`src/rtl/mover_pkg.sv`:
```
// Address, configuration word and sequencer state types of the data mover
// Register map of the host configuration block
`default_nettype none

package mover_pkg;

    // Every channel word carries two addresses of this width
    localparam int ADDR_WIDTH = 16;

    // Host registers are 32 bits wide and selected by an 8 bit index
    localparam int CFG_WORD_WIDTH = 32;
    localparam int CFG_ADDR_WIDTH = 8;

    typedef logic [ADDR_WIDTH-1:0] addr_t;

    typedef logic [CFG_WORD_WIDTH-1:0] cfg_word_t;

    typedef logic [CFG_ADDR_WIDTH-1:0] cfg_addr_t;

    // Index 0 holds the number of active channels
    localparam cfg_addr_t COUNT_REG = 8'd0;

    // Channel n lives at FIRST_CHANNEL_REG + n
    localparam cfg_addr_t FIRST_CHANNEL_REG = 8'd1;

    // Field positions inside a channel word
    // The source sits in the low half and the target in the high half
    localparam int SOURCE_LSB = 0;
    localparam int TARGET_LSB = 16;

    // Sequencer walks idle -> issue_request -> await_response and back
    typedef enum logic [1:0] {
        idle           = 2'd0,
        issue_request  = 2'd1,
        await_response = 2'd2
    } sequencer_state_t;

endpackage

`default_nettype wire

```
`src/rtl/channel_config.sv`:
```
// Host register block with the active channel count and channel address table
`timescale 1ns/10ps
`default_nettype none

module channel_config #(
    parameter int MAX_CHANNELS = 8,
    localparam int INDEX_WIDTH = (MAX_CHANNELS > 1) ? $clog2(MAX_CHANNELS) : 1
) (
    input  wire                    clock,
    input  wire                    reset,
    input  wire                    cfg_write,
    input  mover_pkg::cfg_addr_t   cfg_address,
    input  mover_pkg::cfg_word_t   cfg_write_data,
    input  wire                    busy,
    output mover_pkg::cfg_word_t   cfg_read_data,
    output logic [INDEX_WIDTH:0]   channel_count,
    output mover_pkg::addr_t       source_table [MAX_CHANNELS],
    output mover_pkg::addr_t       target_table [MAX_CHANNELS]
);

    import mover_pkg::*;

    // One raw register word per channel
    cfg_word_t channel_words [MAX_CHANNELS];

    // Offset of the addressed register from the first channel word
    cfg_addr_t channel_slot;
    logic      in_table;

    assign channel_slot = cfg_address - FIRST_CHANNEL_REG;

    // Indices below the table or past its end hit no channel word
    assign in_table = (cfg_address >= FIRST_CHANNEL_REG) && (channel_slot < MAX_CHANNELS);

    // The table is frozen while a run is in progress
    always_ff @(posedge clock) begin
        if (!reset) begin
            channel_count <= '0;
            for (int n = 0; n < MAX_CHANNELS; n++) begin
                channel_words[n] <= '0;
            end
        end else if (cfg_write && !busy) begin
            if (cfg_address == COUNT_REG) begin
                // An oversized count would walk off the table, so it is discarded
                if (cfg_write_data <= MAX_CHANNELS) begin
                    channel_count <= cfg_write_data[INDEX_WIDTH:0];
                end
            end else if (in_table) begin
                channel_words[channel_slot[INDEX_WIDTH-1:0]] <= cfg_write_data;
            end
        end
    end

    // Readback mirrors the stored values, unmapped indices read as zero
    always_comb begin
        cfg_read_data = '0;
        if (cfg_address == COUNT_REG) begin
            cfg_read_data = cfg_word_t'(channel_count);
        end else if (in_table) begin
            cfg_read_data = channel_words[channel_slot[INDEX_WIDTH-1:0]];
        end
    end

    // Split each channel word into its two address fields
    always_comb begin
        for (int n = 0; n < MAX_CHANNELS; n++) begin
            source_table[n] = channel_words[n][SOURCE_LSB +: ADDR_WIDTH];
            target_table[n] = channel_words[n][TARGET_LSB +: ADDR_WIDTH];
        end
    end

    // The sequencer relies on the count never pointing past the table
    count_in_range: assert property (
        @(posedge clock) disable iff (!reset)
        channel_count <= MAX_CHANNELS
    );

endmodule

`default_nettype wire

```
`config.mk`:
```
export PLATFORM = sky130hd
export DESIGN_NAME = channel_config
export DESIGN_NICKNAME = d
export VERILOG_FILES = /design/src/rtl/mover_pkg.sv /design/src/rtl/channel_config.sv
export SDC_FILE = /design/constraint.sdc
export NUM_CORES = 1
export LEC_CHECK = 0
export BUFFER_PORTS_ARGS = -buffer_cell sky130_fd_sc_hd__buf_2
export CORE_MARGIN = 2
export CORE_UTILIZATION = 50
export CTS_BUF_LIST = sky130_fd_sc_hd__clkbuf_4 sky130_fd_sc_hd__clkbuf_8 sky130_fd_sc_hd__clkbuf_16
export CTS_CLUSTER_SIZE = 14
export DETAILED_ROUTE_END_ITERATION = 10
export GPL_ROUTABILITY_DRIVEN = 1
export PLACE_DENSITY = 0.77
export SYNTH_ARGS = -nofsm -noshare
export SYNTH_HDL_FRONTEND = slang
export SYNTH_SLANG_ARGS = --single-unit
export TNS_END_PERCENT = 10
```
`constraint.sdc`:
```
create_clock -name clock -period 3.75 [get_ports clock]
set_input_delay 0.1875 -clock clock [delete_from_list [all_inputs] [get_ports clock]]
set_output_delay 0.1875 -clock clock [all_outputs]
set_load 0.02 [all_outputs]
```
[Word-level counts from Yosys, hierarchy flattened]
Memories as Yosys holds them, arrays and structs flattened.
Cells that the tools add are included.
Cells by class
  $add $sub $neg: 1
  order comparisons: 3
  multiplexer cells: 11
  reductions and logical operators: 6
Operators with widths (count)
  $mux 32: 3
  $le 32x4->1 const B: 1
  $reduce_or 32->1: 1
  $ge 8x1->1 const B: 1
  $logic_not 8->1: 1
  $lt 8x4->1 const B: 1
  $sub 8x1->8 const B: 1
  $mux 1: 7
  $mux 3: 1
  $reduce_and 3->1: 1
  $logic_and 1x1->1: 2
  $logic_not 1->1: 1
Storage, ports and cells
  register bits: 4
  memory bits (writable): 256
  input bits: 44
  memories kept: 1
Memories
  channel_words: depth 8, width 32, read ports 9, clocked after Yosys merged registers in 0, write ports 8, line channel_config.sv:24  | cfg_word_t channel_words [MAX_CHANNELS];

[Depth between registers and ports, before layout]
  depth after elaboration: 10
  mapped depth: 10
  depth with buffers taken out: 7

[Worst setup path before layout]
OpenSTA, ideal clock, no wires.
  path kind: input to register
  start point: input port cfg_address[0]
  end point: memory channel_words[0][0] (netlist name) (enable)
  data arrival time: 2687 ps
  data required time: 3356 ps
  path slack: 669 ps
  stages: 9
  cells stage by stage: buf_2 > clkinv_1 > ha_1 > or2_0 > a211oi_2 > o21ai_2 > buf_6 > nor3_4 > nand2b_1
RTL lines
  start: declaration: line channel_config.sv:12  | input mover_pkg::cfg_addr_t cfg_address,
  end: declaration: line channel_config.sv:24

[Worst setup path in the final report]
  start point: input port cfg_address[0]
  end point: output port cfg_read_data[28]
On the way
  word-level cells in the longest chain between the ends: 5
  elaborated cells between the ends (all ways): 8
RTL lines
  $sub 8x1->8: line channel_config.sv:30  | assign channel_slot = cfg_address - FIRST_CHANNEL_REG;
  $lt 8x4->1: line channel_config.sv:33  | assign in_table = (cfg_address >= FIRST_CHANNEL_REG) && (channel_slot < MAX_CHANNELS);
  $logic_and 1x1->1: line channel_config.sv:33
  $mux 32: line channel_config.sv:59  | end else if (in_table) begin
  $mux 32 (*): line channel_config.sv:57  | if (cfg_address == COUNT_REG) begin
  end: declaration: line channel_config.sv:15  | output mover_pkg::cfg_word_t cfg_read_data,
Mark *: on every way between the ends. The rest lies on a longest branch, timed or not.

==> flow_metrics.env <==
export IMPL_cts_setup_buffers=0
export IMPL_first_global_vias=9213
export IMPL_overflow=0
export IMPL_routed_via_density=6.00
export IMPL_setup_tns_ps=0
export IMPL_hp_class="in2reg"
export IMPL_r2r_cells=2
export IMPL_synthSimpleGateAreaFrac_pct=20.8
export IMPL_fp_dieW_um=160
export IMPL_clkTransAtPathRegs_ps=60
export IMPL_arrival_ps=2810
export IMPL_postRouteAntennaNets=0
export IMPL_clock_skew_ps=0
export IMPL_ios=336
export IMPL_worstPathMaxFanout=32
export IMPL_synth_xor_area_share_pct=0.206
export IMPL_die_h_um=160
export IMPL_hold_depth=2
export IMPL_cp_top_family="compound AO/OA/AOI/OAI gates"
export IMPL_gp_congestion=0.914
export IMPL_synth_nets=982
export IMPL_post_dp_cell_area_sq_um=14300
export IMPL_antenna_found_initial=0
export IMPL_synth_most_common_cell="and2_1"
export IMPL_synth_edf_count=256
export IMPL_cp_common_cell="buf_4"
export IMPL_vias=9613
export IMPL_dr_first_iter_drc_count=1239
export IMPL_ir_drop_mv=0.284
export IMPL_finalInstanceArea_sq_um=15200
export IMPL_setup_violations=0
export IMPL_synth_flop_cell="edfxtp_1"
export IMPL_synth_area_leaders="edfxtp_1 (63%), and2_1 (13%), mux4_2 (3.1%), mux2i_1 (2.2%), nand2_1 (1.4%)"
export IMPL_period_needed_ps=3000
export IMPL_rsz0062_at_grt="no"
export IMPL_worstSetupPathType="in2out"
export IMPL_max_slew_margin_pct=30.6
export IMPL_tritoncts="done"
export IMPL_finalNetCount=1304
export IMPL_p_per_area_nw_per_um2=467
export IMPL_dr_pass1_iters=6
export IMPL_cp_num_cells=9
export IMPL_drcViolationCount=0
export IMPL_clkSinkCount=260
export IMPL_wl_per_cell_um=25.7
export IMPL_ys_seq_elements=260
export IMPL_tightest_slew_ps=1040
export IMPL_totalWireLength_um=41200
export IMPL_power_static_leakage_nw=6.07
export IMPL_diodes=0
export IMPL_fillers=1920
export IMPL_p_int_mw=5.26
export IMPL_fmax_mhz=333
export IMPL_outcome="finished clean"
export IMPL_final_layout_size_suffix_gt1_share_pct=35.2
export IMPL_clkPwrFrac_pct=38.3
export IMPL_seq_area_sq_um=7770
export IMPL_syn_instance_count=937
export IMPL_synth_cell_types=51
export IMPL_worstPathCellList="buf_4 -> buf_4 -> nor2_1 -> a31o_2 -> o21ai_4 -> buf_4 -> a221o_1 -> a21oi_1 -> buf_2"
export IMPL_clkLatencyLatePin_ps=520
export IMPL_crit_buf_inv=4
export IMPL_seqPwrFrac_pct=48.5
export IMPL_synth_seq_area_share_pct=63.8
export IMPL_synth_fa_ha_area_share_pct=0.103
export IMPL_grt_usage_pct=31.1
export IMPL_cts_buffer_depth=3
export IMPL_drv_cap=0
export IMPL_numCtsBuffers=27
export IMPL_multi_input_area_sq_um=4140
export IMPL_place_hpwl_um=27600
export IMPL_switchingPower_mw=1.84
export IMPL_finalMaxSlewViolations=0
export IMPL_async_flop_share_pct=0
export IMPL_cpPeakStageDelay_ps=790
export IMPL_dieArea_sq_um=25600
export IMPL_synth_top_area_share_pct=63.2
export IMPL_p_sw_share_pct=25.9
export IMPL_synth_top_family_by_area="simple AND/OR/NAND/NOR gates"
export IMPL_cp_start_kind="input pin"
export IMPL_row_count=57
export IMPL_hold_viol_final=0
export IMPL_root_buffer="clkbuf_16"
export IMPL_grt_pass1_wl_um=59200
export IMPL_endpoint_kind="primary output"
export IMPL_synth_compound_area_share_pct=6.76
export IMPL_grt_max_degree=77
export IMPL_cp_required_ps=3560
export IMPL_start_util_pct=50.5
export IMPL_design_core_area_sq_um=24100
export IMPL_netlist_top_cells_count="and2_1 (257), edfxtp_1 (256), nand2_1 (47)"
export IMPL_p_comb_share_pct=13.2
export IMPL_synth_warnings=0
export IMPL_cts_htree_levels=1
export IMPL_io_buffers=335
export IMPL_hold_buffers=0
export IMPL_period_share_pct=80.0
export IMPL_syn_area_sq_um=12200
export IMPL_crit_slowest_cell="o21ai_4"
export IMPL_synth_area_leader_cell="edfxtp_1"
export IMPL_synth_avg_cell_area_sq_um=13.0
export IMPL_ctsResizeCount=0
export IMPL_synthMuxAreaShare_pct=5.55
export IMPL_area_growth_pct=24.9
## stage by stage
stage                     setup slack [ps]  hold slack [ps]  cells  power (mW)  util (%)
after floorplan                        669              357    937        4.01         -
after detailed placement               698              530   1554        4.42      59.4
final                                  749             56.1   1601        7.10      63.1
after global placement                 779              520   1554        4.41      59.4
after CTS                              812             40.5   1601        7.09      63.1
after global routing                   598             59.0   1601        7.26      63.1
## cell families (layout without fill, tap and decap cells)
group | count (synthesis) | in the layout
AO/OA/AOI/OAI | 121 | 121
buffers and inverters | 73 | 413
multiplexers | 46 | 46
XOR/XNOR | 2 | 2
AND/OR/NAND/NOR | 434 | 434
flip-flops | 260 | 260
adder cells (fa/ha/maj) | 1 | 1
## final cells by class
type | count | share of cell area (%)
Clock buffer | 33 | 4.74
Clock inverter | 14 | 1.12
Inverter | 4 | 0.0988
Multi-Input combinational cell | 604 | 27.2
Sequential cell | 260 | 51.1
Tap cell | 324 | 2.67
Timing Repair Buffer | 362 | 13.0
## power groups by stage
stage | logic, mW | clock network, mW | registers (mW)
finish | 0.935 | 2.72 | 3.44
global route | 0.982 | 2.83 | 3.45
CTS | 0.925 | 2.73 | 3.44
detailed placement | 0.924 | 0 | 3.50
global placement | 0.911 | 0 | 3.50
floorplan | 0.355 | 0 | 3.66
## path summary, 6_finish.rpt
kind / slack (ps) / startpoint / end
setup / recovery: 750 / cfg_address[0] / cfg_read_data[28]
hold / removal: 60 / cfg_write_data[24] / channel_words[6][24]$_SDFFCE_PN0P_
setup reg to reg: 3120 / channel_count[2]$_SDFFE_PN0P_ / channel_count[2]$_SDFFE_PN0P_
hold reg to reg: 540 / channel_count[3]$_SDFFE_PN0P_ / channel_count[3]$_SDFFE_PN0P_
## flip-flops by register name, indices dropped and copies added (netlist names)
register and count:
channel_words 256, channel_count 4
## per-layer routing
layer | vias to the layer above | GRT usage [%] | wire (um)
met2 | 763 | 51.0 | 19600
met1 | 4678 | 43.0 | 15600
met5 | - | 0 | 0
met3 | 97 | 5.71 | 4870
met4 | 0 | 8.64 | 1140
li1 | 4075 | - | -
## cell usage in the layout (no fill, tap or decap), drive strengths merged, types with 5 or more instances in the layout
master and count:
edfxtp 256, nor2b 6, o31ai 9, nand2 47, o221ai 18, a31oi 5, nor3 42, a21oi 28
mux4 17, o21ai 18, a211oi 20, nand2b 10, buf 362, clkinv 9, o22ai 10, clkbuf 33
nand3b 5, nor2 41, mux2i 27, and2 257, nand3 10, nor4 7
Power figures use the tool's default switching activity.
