==> config.mk <==
export PLATFORM = sky130hd
export DESIGN_NAME = channel_sequencer
export DESIGN_NICKNAME = d
export VERILOG_FILES = /design/src/rtl/mover_pkg.sv /design/src/rtl/channel_sequencer.sv
export SDC_FILE = /design/constraint.sdc
export NUM_CORES = 1
export LEC_CHECK = 0
export BUFFER_PORTS_ARGS = -buffer_cell sky130_fd_sc_hd__buf_2
export CORE_AREA = 8 8 133 135
export DETAILED_ROUTE_END_ITERATION = 10
export DIE_AREA = 0 0 141 143
export GPL_TIMING_DRIVEN = 0
export SYNTH_ARGS = -nofsm -noshare
export SYNTH_HDL_FRONTEND = slang
export SYNTH_SLANG_ARGS = --single-unit
export TNS_END_PERCENT = 50
==> constraint.sdc <==
create_clock -name clock -period 6.3 [get_ports clock]
set_clock_uncertainty 0.15 [all_clocks]
set_input_delay 0.63 -clock clock [delete_from_list [all_inputs] [get_ports clock]]
set_output_delay 0.63 -clock clock [all_outputs]
set_load 0.01 [all_outputs]
==> src/rtl/mover_pkg.sv <==
// Address, configuration word and sequencer state types of the data mover
// Register map of the host configuration block
`default_nettype none

package mover_pkg;

    // Every channel word carries two addresses of this width
    localparam int ADDR_WIDTH = 16;

    // Host registers are 32 bits wide and selected by an 8 bit index
    localparam int CFG_WORD_WIDTH = 32;
    localparam int CFG_ADDR_WIDTH = 8;

    typedef logic [ADDR_WIDTH-1:0] addr_t;

    typedef logic [CFG_WORD_WIDTH-1:0] cfg_word_t;

    typedef logic [CFG_ADDR_WIDTH-1:0] cfg_addr_t;

    // Index 0 holds the number of active channels
    localparam cfg_addr_t COUNT_REG = 8'd0;

    // Channel n lives at FIRST_CHANNEL_REG + n
    localparam cfg_addr_t FIRST_CHANNEL_REG = 8'd1;

    // Field positions inside a channel word
    // The source sits in the low half and the target in the high half
    localparam int SOURCE_LSB = 0;
    localparam int TARGET_LSB = 16;

    // Sequencer walks idle -> issue_request -> await_response and back
    typedef enum logic [1:0] {
        idle           = 2'd0,
        issue_request  = 2'd1,
        await_response = 2'd2
    } sequencer_state_t;

endpackage

`default_nettype wire

==> src/rtl/channel_sequencer.sv <==
// Channel walking FSM that requests source words and emits them tagged with
// their target address
`timescale 1ns/10ps
`default_nettype none

module channel_sequencer #(
    parameter int DATA_WIDTH   = 32,
    parameter int MAX_CHANNELS = 8,
    localparam int INDEX_WIDTH = (MAX_CHANNELS > 1) ? $clog2(MAX_CHANNELS) : 1
) (
    input  wire                    clock,
    input  wire                    reset,
    input  wire                    start,
    input  wire [INDEX_WIDTH:0]    channel_count,
    input  mover_pkg::addr_t       source_table [MAX_CHANNELS],
    input  mover_pkg::addr_t       target_table [MAX_CHANNELS],
    input  wire                    response_valid,
    input  wire [DATA_WIDTH-1:0]   response_data,
    output logic                   busy,
    output logic                   request_valid,
    output mover_pkg::addr_t       request_address,
    output logic                   move_valid,
    output logic [DATA_WIDTH-1:0]  move_data,
    output mover_pkg::addr_t       move_target
);

    import mover_pkg::*;

    sequencer_state_t state;

    // Channel currently being served
    logic [INDEX_WIDTH-1:0] channel_index;

    // One past the current channel, wide enough to compare against the count
    logic [INDEX_WIDTH:0] next_index;
    logic                 last_channel;

    assign next_index   = {1'b0, channel_index} + 1'b1;
    assign last_channel = (next_index == channel_count);

    // Busy covers the whole walk plus the cycle of the final move pulse
    assign busy = (state != idle) || move_valid;

    always_ff @(posedge clock) begin
        if (!reset) begin
            state         <= idle;
            channel_index <= '0;
            request_valid <= 1'b0;
            move_valid    <= 1'b0;
        end else begin
            // Both outputs are single cycle pulses
            request_valid <= 1'b0;
            move_valid    <= 1'b0;
            case (state)
                idle: begin
                    // A zero count or a start during the final pulse does nothing
                    if (start && !busy && (channel_count != '0)) begin
                        state <= issue_request;
                    end
                end
                issue_request: begin
                    request_valid <= 1'b1;
                    state         <= await_response;
                end
                await_response: begin
                    if (response_valid) begin
                        move_valid <= 1'b1;
                        if (last_channel) begin
                            channel_index <= '0;
                            state         <= idle;
                        end else begin
                            channel_index <= next_index[INDEX_WIDTH-1:0];
                            state         <= issue_request;
                        end
                    end
                end
                default: begin
                    state <= idle;
                end
            endcase
        end
    end

    // Address of the request, valid while request_valid is high
    always_ff @(posedge clock) begin
        if (state == issue_request) begin
            request_address <= source_table[channel_index];
        end
    end

    // Emitted word and its tag are captured from the response cycle
    always_ff @(posedge clock) begin
        if ((state == await_response) && response_valid) begin
            move_data   <= response_data;
            move_target <= target_table[channel_index];
        end
    end

    // A request pulse always serves a channel inside the active count,
    // which relies on the count staying frozen during the walk
    request_in_active_channel: assert property (
        @(posedge clock) disable iff (!reset)
        request_valid |-> ({1'b0, channel_index} < channel_count)
    );

    // The store only answers requests, so nothing may come back while idle
    no_response_in_idle: assert property (
        @(posedge clock) disable iff (!reset)
        response_valid |-> (state == await_response)
    );

endmodule

`default_nettype wire

* Yosys cells after proc, flatten, opt, wreduce, memory -nomap -nowiden *
Cells that the tools add are included.

storage, ports and cells
  register bits after elaboration = 71
  input port bits = 296
  output and inout bits = 67
  logic and storage cells = 39

operators by class
  add/subtract/negate cells = 1
  magnitude comparators = 1
  equality and inequality tests = 5
  muxes and demuxes = 13
  bitwise gates (word level) = 1
  reductions and logical operators = 11

operators with widths
  kind                 count
  $bmux 16 s3          2
  $mux 16              4
  $pmux 2 s3           1
  $reduce_and 2->1     3
  $add 3x1->4 const B  1
  $eq 4x4->1           1
  $ge 4x4->1 const B   1
  $mux 2               2
  $ne 2x2->1 const B   2
  $not 3->4            1
  $reduce_bool 4->1    1
  $logic_and 1x1->1    3
  $mux 1               3
  $mux 3               1
  $eq 2x1->1 const B   1
  $eq 2x2->1 const B   1
  $logic_not 2->1      1
  $reduce_bool 2->1    1
  $logic_not 1->1      1
  $logic_or 1x1->1     1

* Logic depth before layout (Yosys ltp) *
Gate-level depths: netlist of the first run.

  depth after elaboration = 7
  depth in mapped cells = 6

* Worst setup path after synthesis of the first run *
No wires, ideal clock.

  path type = input to register
  start = input response_valid
  end = register channel_index[2]
  arrival = 2.772 ns
  slack = 3.298 ns
  stages on the path = 5
  cells stage by stage = and3b_1 -> clkbuf_1 -> nand2_1 -> xor2_1 -> nor3b_1

between the ends
  longest elaborated chain between the ends = 1

RTL lines
  what                               RTL line                 RTL
  from (decl)                        channel_sequencer.sv:17  input wire response_valid,
  $reduce_and 2->1 (no source line)  n/a
  to (signal assigned)               channel_sequencer.sv:72  channel_index <= next_index[INDEX_WIDTH-1:0];
  to (decl)                          channel_sequencer.sv:32  logic [INDEX_WIDTH-1:0] channel_index;

No other way between the ends.
A chain may end at the register's enable or synchronous reset.

* Final worst setup path of the first run *
  start = register channel_index[1]
  end = register move_target[5], data pin

between the ends
  longest elaborated chain between the ends = 4

RTL lines
  what                                        RTL line                 RTL
  $not 3->4 (not written as such)             channel_sequencer.sv:95  move_target <= target_table[channel_index];
  $bmux 16 s3                                 channel_sequencer.sv:95
  $mux 16 (not written as such) (2 in a row)  channel_sequencer.sv:95
  to (signal assigned)                        channel_sequencer.sv:95
  to (decl)                                   channel_sequencer.sv:24  output mover_pkg::addr_t move_target

No other way between the ends. The select of a mux whose other input is x is not followed.

==> results of run 1 <==
how the worst max path moves through the flow:
stage                                  startpoint                            end  slack [ns]
floorplan                          response_valid  channel_index[2]$_SDFFE_PN0P_        3.30
detailed placement  channel_index[1]$_SDFFE_PN0P_       move_target[5]$_DFFE_PP_        3.94
CTS                 channel_index[1]$_SDFFE_PN0P_       move_target[5]$_DFFE_PP_        3.92
finish              channel_index[1]$_SDFFE_PN0P_       move_target[5]$_DFFE_PP_        3.96
global route        channel_index[1]$_SDFFE_PN0P_       move_target[5]$_DFFE_PP_        3.82
global placement                   response_valid  channel_index[2]$_SDFFE_PN0P_        2.60
state kept, by name (all words and copies together) (netlist names):
register and count:
channel_index 3, request_valid 1, move_valid 1, move_data 32
request_address 16, state 2, move_target 16
synthesized netlist by cell type:
cell	instances	area share [%]
nand4_1	1	0.15
o21a_1	1	0.18
buf_12	2	0.94
dfxtp_1	7	3.3
xnor2_1	1	0.21
buf_6	1	0.27
mux2i_1	1	0.24
o22ai_1	2	0.30
nor2b_1	1	0.15
clkbuf_1	7	0.62
mux2_2	22	5.8
a21oi_1	2	0.24
nand3_1	2	0.24
nor3b_1	3	0.53
nand2_1	4	0.35
xor2_1	3	0.62
or4_1	1	0.18
ha_1	1	0.30
or3_1	2	0.30
a21bo_2	1	0.24
buf_2	8	0.94
buf_1	2	0.18
inv_1	1	0.088
edfxtp_1	64	45
nand3b_1	2	0.35
mux2_4	10	3.5
and3b_1	1	0.21
and2_1	1	0.15
mux4_2	64	34
kinds of logic after synthesis:
logic type,Yosys count
xor+xnor,4
fa+ha+maj,1
mux,97
compound gates,6
flops,71
buf+inv,21
simple gates,18
metal layers:
metal | GRT usage [%] | up-vias | part of all wire, %
met4 | 6.222 | 0 | 1.4
li1 | - | 1707 | -
met3 | 5.476 | 13 | 9.3
met5 | 0 | - | 0
met1 | 16.91 | 1817 | 36
met2 | 29.16 | 235 | 53
stage by stage:
stage	worst slack, ns	std cells	instance area [um^2]	utilization (%)	hold WS (ns)
6_report	3.957	813	6610	42.38	0.3166
5_1_grt	3.822	813	6610	42.38	0.3006
4_1_cts	3.917	813	6610	42.38	0.2985
3_5_place_dp	3.935	797	6344	40.67	0.4491
3_3_place_gp	2.598	796	6320	40.52	0.4059
2_1_floorplan	3.298	218	4238	-	0.4183
area by class of cell:
cell class / count / share of cell area (%)
Multi-Input combinational cell: 126 / 31.01
Clock buffer: 10 / 3.464
Clock inverter: 6 / 0.5679
Timing Repair Buffer: 363 / 27.71
Sequential cell: 71 / 31.19
Buffer: 20 / 1.912
Inverter: 1 / 0.05679
Tap cell: 216 / 4.089
power by group through the flow:
| stage | sequential, uW | clock, uW | combinational [uW] |
|---|---|---|---|
| after floorplan | 557 | 0 | 91.1 |
| after global placement | 549 | 0 | 216 |
| after detailed placement | 548 | 0 | 223 |
| after CTS | 539 | 476 | 224 |
| after global routing | 540 | 496 | 239 |
| final | 539 | 459 | 220 |
worst max-delay path, stage by stage, from the launching register on:
cell	delay, ns
dfxtp_1	0.40
buf_2	0.32
clkbuf_1	0.54
mux4_2	0.41
mux2_4	0.27
==> run metrics, run 1 <==
status completed; gp weighted congestion about 0.9; via/cell ratio roughly 4.6; CP required 6.23 ns; Hold Violations, Final 0; fin crit share 37.20%; final net count 889; Synth Area in XOR/XNOR 0.8267%; drt drc 0; Initial Util 27.17%; leakage 0.002843 uW; vias in the first global route between 4k and 5k; worst hold start response_data[28]; worst r2r src channel_index[1]$_SDFFE_PN0P_; via count 3772; synthesized cell area 4238 um^2; crit path max fanout 10; Iter 0 DRT Violations 151; sequential share of power 44.2%; Sw Share 22.93%; ANT nets after route 0; share of layout cells above drive strength 1 81.74%; Synth Area in Simple Gates 2.598%; Post-Synth Adder-Cell Area less than 1%; chip width 141 um; syn_area_per_cell 19.44 um^2; Hold Path Depth 1; first-pass GRT wire length 24.42 mm; commonest non-fill, non-tap cell in the layout buf_2; total chip power between 1000 and 1500 uW; final wirelength roughly 17 mm; sw power 279.3 uW; TNS Setup 0 ns; Synth Warn # 0; R2R depth 4; final setup fails 0; CTS tree built; Crit path arrival time ~2.3 ns; Sequential cell area 2062 um^2; Reg clk slew, reported paths 0.06 ns; Comb power frac 18.1%; Synth cell types 29; maximum clock frequency 426.7 MHz; min cycle time layout approximately 2.3 ns; worst-case clock buffer depth 2; gr ovfl total 0; Mapped Nets just over 500; Max-Cap Viols 0; Clock power frac 37.7%; type of origin of the critical path register; Rel. slew slack between 30% and 40%; Crit. End Element register; largest net degree at the start of global routing 39; Ant. Diodes 0; P_int 938.7 uW; Synth Register Bits 71; WHS Endpoint move_data[28]$_DFFE_PP_; initial antenna violation count 0; commonest non-fill, non-tap cells in the layout buf_2, mux4_2, edfxtp_1; sequential share of the synthesized area between 40 and 50%; Slew Viols, Final 0; mux cell area share after synthesis 43.64%; pwr dens 184.3 nW/um^2; flop2flop setup slack 3.96 ns; PortBufs 362; Min-Delay Path Class primary input to register; CTS H-tree depth 3; Area growth syn-to-layout 55.98%; CORE AREA 15600 um^2; Least-Margin Pin Slew a little over 0.9 ns; root buf cell clkbuf_16; RSZ-0062 raised after global routing false; area of the multi-input gates 2049 um^2; wire length per cell 20.92 um; R2R Path End move_target[5]$_DFFE_PP_; Post-DP HPWL 14.59 mm; largest family of logic cells by synthesized area multiplexers; cts bufs inserted 9; Filler Cell Count 1490; Cells after Synth roughly 220; io pins between 300 and 400; Post-CTS Setup Bufs 0; clock sinks 71; Total GRT Usage 16.09%; later-pin clock latency in the skew report 0.33 ns; Synth Area in Compound Gates 0.9448%; cts repair resizes 0; total die area 20160 um^2; drt pass-1 iters 5; Die Y approximately 140 um; Hold-fix buffers, CTS 0; Setup CP Type register to register; VDD IR max ~0.00011 V; site row count 46
Note: power is estimated with default switching activity, not from simulation.
==> run 2, diff against run 1 <==
--- a/config.mk
+++ b/config.mk
@@ -5,10 +5,11 @@
 export SDC_FILE = /design/constraint.sdc
 export NUM_CORES = 1
 export LEC_CHECK = 0
+export ABC_AREA = 1
 export BUFFER_PORTS_ARGS = -buffer_cell sky130_fd_sc_hd__buf_2
-export CORE_AREA = 8 8 133 135
+export CORE_AREA = 8 8 136 138
 export DETAILED_ROUTE_END_ITERATION = 10
-export DIE_AREA = 0 0 141 143
+export DIE_AREA = 0 0 144 146
 export GPL_TIMING_DRIVEN = 0
 export SYNTH_ARGS = -nofsm -noshare
 export SYNTH_HDL_FRONTEND = slang
==> constraint.sdc (replaced) <==
create_clock -name clock -period 2.25 [get_ports clock]
set_clock_uncertainty 0.15 [all_clocks]
set_input_delay 0.225 -clock clock [delete_from_list [all_inputs] [get_ports clock]]
set_output_delay 0.225 -clock clock [all_outputs]
set_load 0.01 [all_outputs]
==> run 2 against run 1 <==
  * Clock power increased to 3.2 times the previous value
  * Clock-buffer cell count decreased by 1
  * Critical path depth increased by 3
  * Wire length increased by 42%
  * Global-route usage increased by 5.9 points
  * Synthesized cell count increased to 2.7 times the previous value
  * Worst hold slack got worse by 0.26 ns
  * Final area increased by 16%
  * Combinational power increased to 4.9 times the previous value
  * Power increased to 3.4 times the previous value
  * Critical path type unchanged
  * Largest power group unchanged
==> run metrics, run 2 <==
Initial Util 30.09% (+2.9 points); Mapped Nets 891 (+73%); area of the multi-input gates 2311 um^2 (+13%); largest net degree at the start of global routing 38 (-2.6%); Total GRT Usage 22.01% (+5.9 points); Ant. Diodes 0 (unchanged); Comb power frac 26.2% (+8.1 points); P_int 2907 uW (+210%); commonest non-fill, non-tap cell in the layout buf_2; Placement Setup Slack 0.4445 ns (-3.491 ns); dpl cells 1178 (+48%); fin crit share 81.79% (+45 points); drt pass-1 iters 6 (+1); min cycle time layout 1.840 ns (-0.5032 ns); Sw Share 29.18% (+6.3 points); Synth Register Bits 71 (unchanged); Least-Margin Pin Slew 0.5415 ns (-0.3757 ns); Slew Viols, Final 0 (unchanged); final setup margin 0.4098 ns (-3.547 ns); Clock power frac 35.8% (-1.9 points); Synth cell types 26 (-10%); Post-synth EDFFs 64 (unchanged); most common cell in the synthesized netlist nand2_1; crit path max fanout 10 (unchanged); vias in the first global route 5835 (+33%); Cells after Synth 594 (+170%); syn_area_per_cell 8.253 um^2 (-58%); root buf cell clkbuf_16; Iter 0 DRT Violations 287 (+90%); CORE AREA 16290 um^2 (+4.4%); Worst path max stage delay 0.36 ns (-0.18 ns); worst hold start response_valid; Synth Warn # 0 (unchanged); sw power 1198 uW (+330%); maximum clock frequency 543.4 MHz (+27%); Worst Path Buf+Inv 3 (+1); worst r2r src channel_index[0]$_SDFFE_PN0P_; CP required 2.20 ns (-4.03 ns); site row count 47 (+2.2%); drt drc 0 (unchanged); io pins 363 (unchanged); Critical Path Start channel_index[0]$_SDFFE_PN0P_; share of layout cells above drive strength 1 45.48% (-36 points); wire length per cell 19.62 um (-6.2%); leakage 0.003664 uW (+29%); ys async rst share 0% (unchanged); commonest non-fill, non-tap cells in the layout buf_2, nand2_1, nor2_1; Hold Violations, Final 0 (unchanged); Min-Delay Path Class primary input to register; synthesized cell area 4902 um^2 (+16%); gp weighted congestion 0.8785 (+0.29%); PortBufs 362 (unchanged); total die area 21020 um^2 (+4.3%); CTS tree built; Final Core Density 46.99% (+4.6 points); via count 5866 (+56%); share of the synthesized area in the top cell type 39.20% (-6.1 points); cts bufs inserted 9 (unchanged); total chip power 4105 uW (+240%); pwr dens 536.3 nW/um^2 (+190%); largest cells by area after synthesis edfxtp_1, nand2_1, nor2_1; fin cells 1227 (+51%); Setup CP Type register to register; gr ovfl total 0 (unchanged); most frequent cells after synthesis nand2_1, nor2_1, o21ai_0; CP top delay family buffers and inverters; Sequential cell area 2062 um^2 (unchanged); type of origin of the critical path register; Regs by FF count move_data: 32 flops, move_target: 16 flops, request_address: 16 flops; Slowest cell on crit path dfxtp_1; first-pass GRT wire length 34.59 mm (+42%); crit path cell chain buf_6, buf_12, buf_12, mux2i_1, o22ai_1, nand2_1, nand2_1; Filler Cell Count 1669 (+12%); ANT nets after route 0 (unchanged); largest register by flop count move_data; Primary FF master, synth edfxtp_1; area leader, netlist edfxtp_1; initial antenna violation count 0 (unchanged); final net count 1299 (+46%); clock sinks 71 (unchanged); chip width 144 um (+2.1%); Post-DP HPWL 18.63 mm (+28%); sequential share of power 38.0% (-6.2 points); Rel. slew slack 63.90% (+25 points); Area growth syn-to-layout 56.15%; later-pin clock latency in the skew report 0.34 ns (about the same); Post-CTS Setup Bufs 0 (unchanged); worst-case clock buffer depth 2 (unchanged); VDD IR max 0.0003572 V (+220%); via/cell ratio 4.781 (+3.0%); final wirelength 24.08 mm (+42%); Crit path arrival time 1.79 ns (-0.48 ns); status completed; CTS H-tree depth 3 (unchanged); Crit. End Element register; TNS Setup 0 ns (unchanged); RSZ-0062 raised after global routing false; Max-Cap Viols 0 (unchanged); Reg clk slew, reported paths 0.06 ns (about the same); final setup fails 0 (unchanged); Die Y 146 um (+2.1%); max reg flops 32 (unchanged); sequential share of the synthesized area 42.06% (-6.6 points)
run 2: metrics by stage:
step	hold WS, ns	instance area, um^2
6_report	0.05320	7655
5_1_grt	0.06239	7655
4_1_cts	0.03729	7655
3_5_place_dp	0.2531	7027
3_3_place_gp	0.2516	6989
2_1_floorplan	0.1739	4902
run 2: power groups by stage:
stage / Combinational, uW / Sequential (uW) / Clock, uW
2_1_floorplan: 490 / 1620 / 0
3_3_place_gp: 1010 / 1590 / 0
3_5_place_dp: 1030 / 1590 / 0
4_1_cts: 1080 / 1560 / 1510
5_1_grt: 1180 / 1570 / 1550
6_report: 1070 / 1560 / 1470
run 2: kinds of logic (layout without fill, tap and decap cells):
logic type,after synthesis,in the layout,share of synthesized area [%]
AOI/OAI and AO/OA,166,166,17.76
adders and majority gates,1,1,0.2552
buffers and inverters,61,474,10.85
DFF,71,71,42.06
muxes,32,32,6.534
and+or+nand+nor,263,263,22.54
run 2: cell type report:
cell class                 instances  area share, %
clock inverter                     7         0.9480
clock buffer                       9          2.942
timing repair buffer             397          28.44
sequential                        71          26.94
tap                              220          3.596
multi-input combinational        462          30.19
inverter                          15         0.8009
buffer                            46          6.146
run 2: worst paths after layout:
kind | end | slack (ns) | depth (start not counted)
max reg2reg | request_address[2]$_DFFE_PP_ | 0.41 | 7
min reg2reg | state[0]$_SDFFE_PN0P_ | 0.42 | 3
min | state[1]$_SDFFE_PN0P_ | 0.05 | 3
max | request_address[2]$_DFFE_PP_ | 0.41 | 7
run 2: per-layer routing:
metal / vias to the layer above / part of all wire [%] / global-route usage [%]
met3: 33 / 8.0 / 4.199
met5: - / 0 / 0
met1: 2680 / 39 / 25.97
met4: 0 / 2.0 / 7.049
li1: 2866 / - / -
met2: 287 / 51 / 38.87
run 2: what timing repair did:
| action | 4_1_cts | 5_1_grt |
|---|---|---|
| hold buffers | 33 | 0 |
| hold endpoints to repair | 34 | 0 |
| resized for setup | 0 | 0 |
run 2: worst reg2reg max path: cells and delay by family, from the launching register on:
| kind | cells | cell delay, ns |
|---|---|---|
| buffers and inverters | 3 | 0.51 |
| DFF | 1 | 0.36 |
| muxes | 1 | 0.31 |
| and+or+nand+nor | 2 | 0.14 |
| AOI/OAI and AO/OA | 1 | 0.12 |
